`src/source/motion_pkg.sv`:
```
// Shared widths, opcodes and the command word layout; modules refer to them by package scope
package motion_pkg;

  // SPI framing
  localparam int word_bits = 64;

  // Header opcodes, low byte of a header word
  localparam logic [7:0] op_move   = 8'd1; // Next word is a move payload
  localparam logic [7:0] op_status = 8'd2; // Next sent word carries status
  localparam logic [7:0] op_enable = 8'd3; // Driver enable from bit 8

  // Motion fields
  localparam int steps_bits    = 16;
  localparam int period_bits   = 16;
  localparam int position_bits = 32;
  localparam int move_bits     = 1 + steps_bits + period_bits; // dir, steps, period

  // Move buffer
  localparam int buffer_depth = 4;
  localparam int count_bits   = 3;

  // Internal reset hold after resetn rises
  localparam int reset_stretch = 8;

  // One received word, read as a header or as a move payload
  typedef union packed {
    struct packed {
      logic [47:0] reserved;
      logic [7:0]  arg;
      logic [7:0]  opcode;
    } header;
    struct packed {
      logic [30:0]            reserved;
      logic                   dir;
      logic [steps_bits-1:0]  steps;
      logic [period_bits-1:0] period;
    } move;
  } cmd_word_u;

endpackage

```
`src/source/spi_word.sv`:
```
// SPI mode-0 target on CLK; assembles 64-bit words LSB first and returns the send word on CIPO
`timescale 1ns/1ns

module spi_word (
  input  logic                               CLK,
  input  logic                               resetn,
  input  logic                               SCK,
  input  logic                               CS,
  input  logic                               COPI,
  input  logic [motion_pkg::word_bits-1:0]   word_send_data,
  output logic                               CIPO,
  output logic                               word_received,
  output logic [motion_pkg::word_bits-1:0]   word_data_received
);

  logic [2:0] sck_q;  // Two sync stages plus edge history
  logic [2:0] cs_q;
  logic [1:0] copi_q;
  logic [$clog2(motion_pkg::word_bits)-1:0] bit_cnt;
  logic [motion_pkg::word_bits-1:0] rx_shift;
  logic [motion_pkg::word_bits-1:0] tx_shift;
  logic sck_rise;
  logic sck_fall;
  logic cs_active;
  logic cs_fall;
  logic tx_load;
  logic tx_next;

  always_ff @(posedge CLK) begin
    if (!resetn) begin
      sck_q  <= '0;
      cs_q   <= '1;  // Deselected
      copi_q <= '0;
    end else begin
      sck_q  <= {sck_q[1:0], SCK};
      cs_q   <= {cs_q[1:0], CS};
      copi_q <= {copi_q[0], COPI};
    end
  end

  assign sck_rise  = sck_q[1] & ~sck_q[2];
  assign sck_fall  = ~sck_q[1] & sck_q[2];
  assign cs_active = ~cs_q[1];
  assign cs_fall   = ~cs_q[1] & cs_q[2];

  // Bit counter wraps to zero at each word boundary
  always_ff @(posedge CLK) begin
    if (!resetn) begin
      bit_cnt       <= '0;
      word_received <= 1'b0;
    end else begin
      word_received <= 1'b0;
      if (!cs_active) begin
        bit_cnt <= '0;  // Partial word dropped
      end else if (sck_rise) begin
        bit_cnt       <= bit_cnt + 1'b1;
        word_received <= (bit_cnt == '1);
      end
    end
  end

  always_ff @(posedge CLK) begin
    if (cs_active && sck_rise)
      rx_shift <= {copi_q[1], rx_shift[motion_pkg::word_bits-1:1]};
  end

  assign word_data_received = rx_shift;  // Stable until the next rising edge

  // New send word on select and on the first falling edge after a boundary
  assign tx_load = cs_fall || (cs_active && sck_fall && bit_cnt == '0);
  assign tx_next = cs_active && sck_fall;

  always_ff @(posedge CLK) begin
    if (tx_load)
      tx_shift <= word_send_data;
    else if (tx_next)
      tx_shift <= tx_shift >> 1;
  end

  always_ff @(posedge CLK) begin
    if (!resetn)
      CIPO <= 1'b0;
    else if (tx_load)
      CIPO <= word_send_data[0];
    else if (tx_next)
      CIPO <= tx_shift[1];
    else if (!cs_active)
      CIPO <= 1'b0;
  end

  // Each word completes over many SCK levels, so strobes never merge
  a_word_pulse: assert property (@(posedge CLK) disable iff (!resetn)
    word_received |=> !word_received);

endmodule

```
`src/source/command_parser.sv`:
```
// Decodes SPI words into moves, enable and status replies; feeds the move buffer
`timescale 1ns/1ns

module command_parser (
  input  logic                                        CLK,
  input  logic                                        resetn,
  input  logic                                        word_received,
  input  logic [motion_pkg::word_bits-1:0]            word_data_received,
  input  logic signed [motion_pkg::position_bits-1:0] position,
  input  logic [motion_pkg::count_bits-1:0]           count,
  input  logic                                        busy,
  output logic [motion_pkg::word_bits-1:0]            word_send_data,
  output logic                                        push,
  output logic [motion_pkg::move_bits-1:0]            push_data,
  output logic                                        enable
);

  motion_pkg::cmd_word_u cmd;
  logic armed;  // Next word is a move payload

  assign cmd = word_data_received;

  always_ff @(posedge CLK) begin
    if (!resetn) begin
      armed          <= 1'b0;
      push           <= 1'b0;
      enable         <= 1'b0;
      word_send_data <= '0;
    end else begin
      push <= 1'b0;
      if (word_received) begin
        if (armed) begin
          armed <= 1'b0;
          if (cmd.move.steps != '0)
            push <= 1'b1;  // Zero-step payloads are dropped
        end else begin
          case (cmd.header.opcode)
            motion_pkg::op_move: begin
              armed <= 1'b1;
            end
            motion_pkg::op_status: begin
              // Position low, then count and busy above it
              word_send_data <= {
                {(motion_pkg::word_bits - motion_pkg::position_bits
                  - motion_pkg::count_bits - 1){1'b0}},
                busy,
                count,
                position
              };
            end
            motion_pkg::op_enable: begin
              enable <= cmd.header.arg[0];
            end
            default: begin
              // Unknown opcodes ignored
            end
          endcase
        end
      end
    end
  end

  // Move entry layout matches the buffer and step generator
  always_ff @(posedge CLK) begin
    if (word_received && armed)
      push_data <= {cmd.move.dir, cmd.move.steps, cmd.move.period};
  end

  a_push_follows_word: assert property (@(posedge CLK) disable iff (!resetn)
    push |-> $past(word_received));

endmodule

```
`src/source/move_buffer.sv`:
```
// Small circular FIFO of queued moves between the parser and the step generator
`timescale 1ns/1ns

module move_buffer (
  input  logic                                CLK,
  input  logic                                resetn,
  input  logic                                flush,
  input  logic                                push,
  input  logic [motion_pkg::move_bits-1:0]    push_data,
  input  logic                                pop,
  output logic [motion_pkg::move_bits-1:0]    head_data,
  output logic                                empty,
  output logic [motion_pkg::count_bits-1:0]   count,
  output logic                                buffer_dtr
);

  logic [motion_pkg::move_bits-1:0] mem [motion_pkg::buffer_depth];
  logic [$clog2(motion_pkg::buffer_depth)-1:0] wr_ptr;
  logic [$clog2(motion_pkg::buffer_depth)-1:0] rd_ptr;
  logic [motion_pkg::count_bits-1:0] next_count;
  logic do_push;
  logic do_pop;

  assign do_push = push && (count != motion_pkg::count_bits'(motion_pkg::buffer_depth));
  assign do_pop  = pop && !empty;

  always_comb begin
    next_count = count;
    if (do_push && !do_pop)
      next_count = count + 1'b1;
    else if (do_pop && !do_push)
      next_count = count - 1'b1;
  end

  always_ff @(posedge CLK) begin
    if (!resetn || flush) begin
      wr_ptr     <= '0;
      rd_ptr     <= '0;
      count      <= '0;
      buffer_dtr <= 1'b1;
    end else begin
      if (do_push)
        wr_ptr <= (wr_ptr == ($bits(wr_ptr))'(motion_pkg::buffer_depth - 1)) ? '0 : wr_ptr + 1'b1;
      if (do_pop)
        rd_ptr <= (rd_ptr == ($bits(rd_ptr))'(motion_pkg::buffer_depth - 1)) ? '0 : rd_ptr + 1'b1;
      count      <= next_count;
      buffer_dtr <= (next_count != motion_pkg::count_bits'(motion_pkg::buffer_depth));
    end
  end

  always_ff @(posedge CLK) begin
    if (do_push)
      mem[wr_ptr] <= push_data;
  end

  assign head_data = mem[rd_ptr];
  assign empty     = (count == '0);

  a_count_range: assert property (@(posedge CLK) disable iff (!resetn)
    count <= motion_pkg::count_bits'(motion_pkg::buffer_depth));
  a_no_pop_empty: assert property (@(posedge CLK) disable iff (!resetn)
    !(pop && empty));

endmodule

```
`src/source/step_generator.sv`:
```
// Pops buffered moves and times STEP pulses, keeps DIR and the signed position
`timescale 1ns/1ns

module step_generator (
  input  logic                                        CLK,
  input  logic                                        resetn,
  input  logic                                        halt,
  input  logic                                        empty,
  input  logic [motion_pkg::move_bits-1:0]            head_data,
  output logic                                        pop,
  output logic                                        step,
  output logic                                        dir,
  output logic signed [motion_pkg::position_bits-1:0] position,
  output logic                                        busy,
  output logic                                        move_done
);

  logic running;  // Idle or run
  logic [motion_pkg::period_bits-1:0] head_period;
  logic [motion_pkg::period_bits-1:0] start_period;
  logic [motion_pkg::period_bits-1:0] period_q;
  logic [motion_pkg::period_bits-1:0] tick_cnt;
  logic [motion_pkg::steps_bits-1:0]  steps_left;
  logic fire;

  assign head_period  = head_data[motion_pkg::period_bits-1:0];
  assign start_period = (head_period < 2) ? motion_pkg::period_bits'(2) : head_period;

  assign pop  = !running && !empty && !halt;
  assign fire = running && !halt && (tick_cnt == 1) && (steps_left != '0);

  always_ff @(posedge CLK) begin
    if (!resetn) begin
      running    <= 1'b0;
      tick_cnt   <= '0;
      steps_left <= '0;
      step       <= 1'b0;
      dir        <= 1'b0;
    end else begin
      step <= fire;
      if (halt) begin
        running    <= 1'b0;  // Move abandoned
        steps_left <= '0;
      end else if (pop) begin
        running    <= 1'b1;
        dir        <= head_data[motion_pkg::move_bits-1];
        steps_left <= head_data[motion_pkg::period_bits +: motion_pkg::steps_bits];
        tick_cnt   <= start_period - 1'b1;  // First pulse lands period cycles after pop
      end else if (running) begin
        if (fire) begin
          tick_cnt   <= period_q;
          steps_left <= steps_left - 1'b1;
        end else begin
          tick_cnt <= tick_cnt - 1'b1;
        end
        // Last pulse out, idle next cycle
        if (step && steps_left == '0)
          running <= 1'b0;
      end
    end
  end

  always_ff @(posedge CLK) begin
    if (pop)
      period_q <= start_period;
  end

  always_ff @(posedge CLK) begin
    if (!resetn)
      position <= '0;
    else if (step)
      position <= dir ? position + 1'b1 : position - 1'b1;
  end

  assign busy      = running;
  assign move_done = !running && empty;

  a_step_width: assert property (@(posedge CLK) disable iff (!resetn)
    step |=> !step);

endmodule

```
`src/source/motion_core.sv`:
```
// Single-axis stepper motion core top level; the host drives it over SPI
`timescale 1ns/1ns

module motion_core (
  input  logic CLK,
  input  logic resetn,
  input  logic SCK,
  input  logic CS,
  input  logic COPI,
  output logic CIPO,
  output logic STEP,
  output logic DIR,
  output logic ENABLE,
  output logic BUFFER_DTR,
  output logic MOVE_DONE,
  input  logic HALT
);

  logic [$clog2(motion_pkg::reset_stretch + 1)-1:0] stretch_cnt;
  logic core_resetn;
  logic [motion_pkg::word_bits-1:0] word_send_data;
  logic [motion_pkg::word_bits-1:0] word_data_received;
  logic word_received;
  logic signed [motion_pkg::position_bits-1:0] position;
  logic [motion_pkg::count_bits-1:0] count;
  logic busy;
  logic push;
  logic [motion_pkg::move_bits-1:0] push_data;
  logic [motion_pkg::move_bits-1:0] head_data;
  logic pop;
  logic empty;

  // Hold internal reset a few cycles past resetn
  always_ff @(posedge CLK) begin
    if (!resetn)
      stretch_cnt <= '0;
    else if (!core_resetn)
      stretch_cnt <= stretch_cnt + 1'b1;
  end

  assign core_resetn = (stretch_cnt == motion_pkg::reset_stretch);

  spi_word i_spi_word (
    .CLK(CLK), .resetn(core_resetn), .SCK(SCK), .CS(CS), .COPI(COPI),
    .word_send_data(word_send_data), .CIPO(CIPO),
    .word_received(word_received), .word_data_received(word_data_received));

  command_parser i_command_parser (
    .CLK(CLK), .resetn(core_resetn), .word_received(word_received),
    .word_data_received(word_data_received), .position(position), .count(count),
    .busy(busy), .word_send_data(word_send_data), .push(push), .push_data(push_data),
    .enable(ENABLE));

  move_buffer i_move_buffer (
    .CLK(CLK), .resetn(core_resetn), .flush(HALT), .push(push), .push_data(push_data),
    .pop(pop), .head_data(head_data), .empty(empty), .count(count),
    .buffer_dtr(BUFFER_DTR));

  step_generator i_step_generator (
    .CLK(CLK), .resetn(core_resetn), .halt(HALT), .empty(empty), .head_data(head_data),
    .pop(pop), .step(STEP), .dir(DIR), .position(position), .busy(busy),
    .move_done(MOVE_DONE));

endmodule

```
`config.mk`:
```
export PLATFORM = sky130hd
export DESIGN_NAME = motion_core
export DESIGN_NICKNAME = d
export VERILOG_FILES = /design/src/source/motion_pkg.sv /design/src/source/spi_word.sv /design/src/source/command_parser.sv /design/src/source/move_buffer.sv /design/src/source/step_generator.sv /design/src/source/motion_core.sv
export SDC_FILE = /design/constraint.sdc
export NUM_CORES = 1
export LEC_CHECK = 0
export ABC_AREA = 1
export BUFFER_PORTS_ARGS = -buffer_cell sky130_fd_sc_hd__buf_2
export CORE_ASPECT_RATIO = 1.1
export CORE_MARGIN = 8
export CORE_UTILIZATION = 35
export CTS_BUF_LIST = sky130_fd_sc_hd__clkbuf_4 sky130_fd_sc_hd__clkbuf_8
export CTS_CLUSTER_SIZE = 14
export DETAILED_ROUTE_END_ITERATION = 8
export GPL_ROUTABILITY_DRIVEN = 0
export SLEW_MARGIN = 5
export SYNTH_ARGS = -nofsm -noshare
export SYNTH_HDL_FRONTEND = slang
export SYNTH_SLANG_ARGS = --single-unit
```
`constraint.sdc`:
```
create_clock -name CLK -period 5.2 [get_ports CLK]
set_input_delay 0.26 -clock CLK [delete_from_list [all_inputs] [get_ports CLK]]
set_output_delay 0.26 -clock CLK [all_outputs]
set_load 0.05 [all_outputs]
```
; Yosys cells after proc, flatten, opt, wreduce, memory -nomap -nowiden
; Memory sizes are Yosys's and may differ from the RTL's. A register that Yosys moved wholly into a read port is not among the register bits.
; Index checks and enable logic that the tools add are counted.
[totals]
register_bits = 310
mem_bits_rw = 132
input_bits = 6
out_inout_bits = 6
elab_cells = 127
memories = 1
[op_classes]
n_addsub = 11
magnitude_cmp = 1
n_eq_ne = 10
mux = 27
bitwise = 10
reduce_logical = 41
[memory_table]
columns = name, words, word_bits, read_ports, rd_ports_with_merged_regs, write_ports, line
row1 = i_move_buffer.mem, 4, 33, 1, 1, 1, move_buffer.sv:17  ; logic [motion_pkg::move_bits-1:0] mem [motion_pkg::buffer_depth];
[op_table]
columns = op, n
row1 = $mux 16, 7
row2 = $mux 63, 1
row3 = $sub 16x1->16 const B, 3
row4 = $mux 36, 1
row5 = $add 32x1->32 const B, 1
row6 = $mux 32, 1
row7 = $reduce_bool 16->1, 2
row8 = $sub 32x1->32 const B, 1
row9 = $eq 16x1->1 const B, 1
row10 = $eq 8x2->1 const B, 2
row11 = $logic_not 16->1, 1
row12 = $lt 16x2->1 const B, 1
row13 = $logic_and 1x1->1, 15
row14 = $mux 1, 11
row15 = $reduce_and 3->1, 3
row16 = $eq 8x1->1 const B, 1
row17 = $mux 2, 4
row18 = $not 1->1, 7
row19 = $add 6x1->6 const B, 1
row20 = $eq 6x6->1 const B, 1
row21 = $logic_not 1->1, 6
row22 = $logic_not 6->1, 1
row23 = $mux 3, 2
row24 = $ne 3x3->1 const B, 2
row25 = other kinds (14), 24

; Logic depth before layout (Yosys ltp)
[depth]
depth_word = 9
ltp_mapped = 23
ltp_nobuf = 20

; By module
; A second synthesis with hierarchy kept.
[hier_totals]
cells_unflattened = 2282
area_unflattened_um2 = 20758.7
[modules_own_cells]
columns = mod, instances, cells_each, area_per_inst_um2, seq_area_each_um2
row1 = step_generator, 1, 1106, 6668.9, 1821.7
row2 = move_buffer, 1, 393, 5446.5, 4164.0
row3 = spi_word, 1, 416, 5388.9, 4134.0
row4 = command_parser, 1, 337, 3035.4, 1771.7
row5 = motion_core, 1, 30, 219.0, 80.1

; Least setup slack after synthesis
; Ideal clock, no wire load.
[synth_path]
path_kind = reg-to-reg
start = reg i_spi_word.sck_q[1]
end = reg i_spi_word.rx_shift (netlist bit i_spi_word.word_data_received[0]), enable pin
setup_time_ns = 0.486
t_arrival_ns = 3.306
t_required_ns = 4.714
slack_ns = 1.407
stages_incl_launch_ff = 5
n_path_buf = 0
period_less_slack_ns = 3.793
cell_sequence = dfxtp_1 -> inv_1 -> nor2_1 -> inv_1 -> nor2_1
[synth_via]
elab_chain_cells = 2
[synth_lines]
columns = element, line
row1 = from (decl), spi_word.sv:16  ; logic [2:0] sck_q;
row2 = from (signal assigned), spi_word.sv:35  ; sck_q <= {sck_q[1:0], SCK};
row3 = $and 1x1->1, spi_word.sv:41  ; assign sck_rise = sck_q[1] & ~sck_q[2];
row4 = $logic_and 1x1->1, spi_word.sv:63  ; if (cs_active && sck_rise)
row5 = to (signal assigned), spi_word.sv:64  ; rx_shift <= {copi_q[1], rx_shift[motion_pkg::word_bits-1:1]};
row6 = to (decl), spi_word.sv:20  ; logic [motion_pkg::word_bits-1:0] rx_shift;
; Every way passes these cells.
; A chain may end at the register's enable or synchronous reset.

==> flow_metrics.py <==
metrics = {
    "timing": {
        "slew-limit-headroom_pct": 24.3,
        "finalCriticalPeriod_ns": 3.29,
        "period_share_pct": 63.2,
        "setup_slack_ns": 1.91,
        "max_slew.worst_pin.slew_ns": 1.13,
        "hold_viol": 0,
        "drv_slew": 0,
        "grt_setup_unrepaired": "no",
        "max_freq_mhz": 304,
        "clock_skew_ns": 0.0287,
        "fin_setup_tns_ns": 0,
        "setup_viol": 0,
    },
    "detailed_routing": {
        "wire_per_inst_um": 15.0,
        "drc_errors": 0,
        "antenna_left": 0,
        "vias": 12782,
        "via_per_inst": 4.83,
        "firstDrtPassIters": 5,
        "wl_um": 39800,
        "drtIter0Drc": 969,
    },
    "synth": {
        "syn_nets": 1936,
        "synth_seq_area_share_pct": 60.6,
        "netlist_area_mm2": 0.0184,
        "synthCells": 1883,
        "synth_largest_area_cell": "edfxtp_1",
        "synth_most_common_cell": "nand2_1",
        "synth_top_area_share_pct": 45.8,
        "avgSynthCellArea_um2": 9.76,
        "synth.area.top_cells": "edfxtp_1 46%, dfxtp_1 15%, nand2_1 7.9%",
        "synth_cell_types": 54,
        "synth_edf_count": 280,
        "ys_async_sr_fraction_pct": 0,
        "synth_seq_cells": 416,
        "yosys_warnings": 0,
        "synth_ff_type": "edfxtp_1",
        "synth_common_cells": "386 x nand2_1, 280 x edfxtp_1, 196 x inv_1, 158 x nor2_1, 156 x a21oi_1",
    },
    "placement": {
        "dp_hpwl_um": 25600,
        "dp_cells": 2512,
        "dpl_worst_slack_ns": 1.96,
        "port-buffer-count": 11,
    },
    "cts": {
        "clk-insertion-delay-late_ns": 0.63,
        "clk_pin_slew_worst_paths_ns": 0.06,
        "cts.sinks": 416,
        "cts_buffers": 70,
        "cts_root_buf": "clkbuf_8",
        "cts_tree": "yes",
        "htree_num_levels": 3,
        "clk_path_buf_depth": 3,
        "cts_resized": 0,
    },
    "die": {
        "num_rows": 88,
        "die_h_um": 256,
        "initial_core_util_pct": 35.2,
        "dieArea_mm2": 0.0601,
        "ios": 12,
        "core_area_mm2": 0.0522,
        "die_width_um": 234,
    },
    "finish": {
        "regArea_mm2": 0.0111,
        "multi_input_area_mm2": 0.00617,
        "area_growth_pct": 12.0,
        "nFillCells": 5122,
        "layout-drive-gt1-share_pct": 9.44,
        "layout.cells.non_filler": 2646,
        "nets": 1966,
    },
    "grt": {
        "grt_usage_pct": 13.2,
        "grt_pass1_vias": 12407,
        "grt_pass1_wl_um": 64000,
        "antenna_found_initial": 1,
        "grt.overflow.total": 0,
        "grt_max_degree": 68,
    },
    "worst_setup_path": {
        "crit_top_cell": "nor2_1",
        "crit_required_ns": 5.70,
        "crit_chain": "buf_4 -> inv_2 -> nand3_1 -> nand2_1 -> nand2_1 -> nor2_1 -> nand2_1 -> nor2_1 -> nor2_1 -> inv_2 -> ha_1 -> inv_1 -> nor2_2 -> nand2_2 -> nor2_4 -> nand2_2 -> nor2_1 -> a21oi_1 -> o21ai_0 -> a21oi_1",
        "start_kind": "flop",
        "path_class": "reg -> reg",
        "slowest_stage": "inv_2",
        "worst_setup_path_end_kind": "flop",
        "path_max_fanout": 35,
        "critPathMaxStageDelay_ns": 0.52,
        "worst_ep_arrival_time_ns": 3.79,
    },
    "power_and_ir_drop": {
        "pwr_density_cell_mw_per_mm2": 317,
        "ir_drop_mv": 0.161,
        "leakage_nw": 7.87,
    },
    "worst_hold_path": {
        "min-delay-path-class": "in -> reg",
    },
    "run": {
        "max-cap-violations": 0,
    },
    "status": {
        "outcome": "finished, final reports clean",
    },
}
-- power by group --
group / switching (mW) / internal [mW] / total [mW]
combinational: 0.00816 / 0.00639 / 0.0146
sequential: 0.00162 / 3.49 / 3.49
clock: 1.30 / 1.72 / 3.01
-- worst max-delay path: cells and delay by family (launching register included) --
kind,cells,cell delay (ns)
buffers and inverters,4,0.90
and+or+nand+nor,12,1.54
AOI/OAI and AO/OA,3,0.26
DFF,1,0.29
adders and majority gates,1,0.16
-- metal layers --
layer	GRT usage [%]	up-vias	share of wire, %
met3	2.92	77	5.1
li1	-	6491	-
met2	19.5	273	43
met4	5.30	0	2.7
met5	0	-	0
met1	18.4	5941	49
-- cell usage in the layout (no fill, tap or decap), types with 12 or more instances in the layout --
cell      instances
nor2_1          153
buf_4            12
clkbuf_4         20
clkinv_1         15
dfxtp_1         135
xor2_1           33
o21ai_0         146
nor3_1           21
ha_1             46
clkbuf_8         77
nor4_1           12
nand2_1         386
inv_1           196
a21oi_1         156
edfxtp_1        280
nand3_1         105
-- cell families after synthesis --
kind of cell / after synthesis / synth area share, %
buffers and inverters: 274 / 6.05
XOR/XNOR: 43 / 2.05
adder cells (fa/ha/maj): 47 / 3.24
AO/OA/AOI/OAI: 381 / 11.5
flip-flops: 416 / 60.6
AND/OR/NAND/NOR: 722 / 16.6
-- worst paths after layout --
path	start	end	slack [ns]	cells after the start
max	flop	i_step_generator.tick_cnt[12]$_SDFFE_PP0P_	1.91	20
min	HALT	i_step_generator.steps_left[14]$_SDFFE_PP0P_	0.15	4
max reg2reg	flop	i_step_generator.tick_cnt[12]$_SDFFE_PP0P_	1.91	20
min reg2reg	i_spi_word.copi_q[1]$_SDFF_PP0_	i_spi_word.word_data_received[63]$_DFFE_PP_	0.41	0
-- metrics by stage --
| stage | hold slack [ns] | power (mW) | utilization (%) | area (µm²) |
|---|---|---|---|---|
| after floorplan | 0.367 | 3.57 | - | 18400 |
| after global placement | 0.392 | 3.57 | 36.5 | 19100 |
| after detailed placement | 0.392 | 3.57 | 36.5 | 19100 |
| after CTS | 0.106 | 6.62 | 39.4 | 20600 |
| after global routing | 0.163 | 6.76 | 39.4 | 20600 |
| final | 0.151 | 6.52 | 39.4 | 20600 |
-- state kept, by name, indices dropped and copies added, names as in the netlist, 2 cells and up, named ones only --
| register | flops |
|---|---|
| i_command_parser.word_send_data | 36 |
| i_spi_word.cs_q | 3 |
| i_spi_word.bit_cnt | 6 |
| i_step_generator.steps_left | 16 |
| i_spi_word.word_data_received | 64 |
| i_move_buffer.mem | 132 |
| i_step_generator.position | 32 |
| i_spi_word.tx_shift | 35 |
| stretch_cnt | 4 |
| i_spi_word.sck_q | 3 |
| i_move_buffer.count | 3 |
| i_command_parser.push_data | 33 |
| i_move_buffer.rd_ptr | 2 |
| i_step_generator.tick_cnt | 16 |
| i_move_buffer.wr_ptr | 2 |
| i_step_generator.period_q | 16 |
| i_spi_word.copi_q | 2 |
-- repair_timing --
item,CTS,global route
setup buffers,0,0
hold buffers,4,0
endpoints found under the hold margin,7,0
-- cell type report --
class	instances	share of cell area, %
clock buffer	97	5.88
sequential	416	54.1
antenna	1	0.0122
clock inverter	32	1.27
timing repair buffer	27	0.900
multi-input combinational	1193	30.0
tap	675	4.10
inverter	205	3.74
Note: power is estimated with default switching activity, not from simulation.
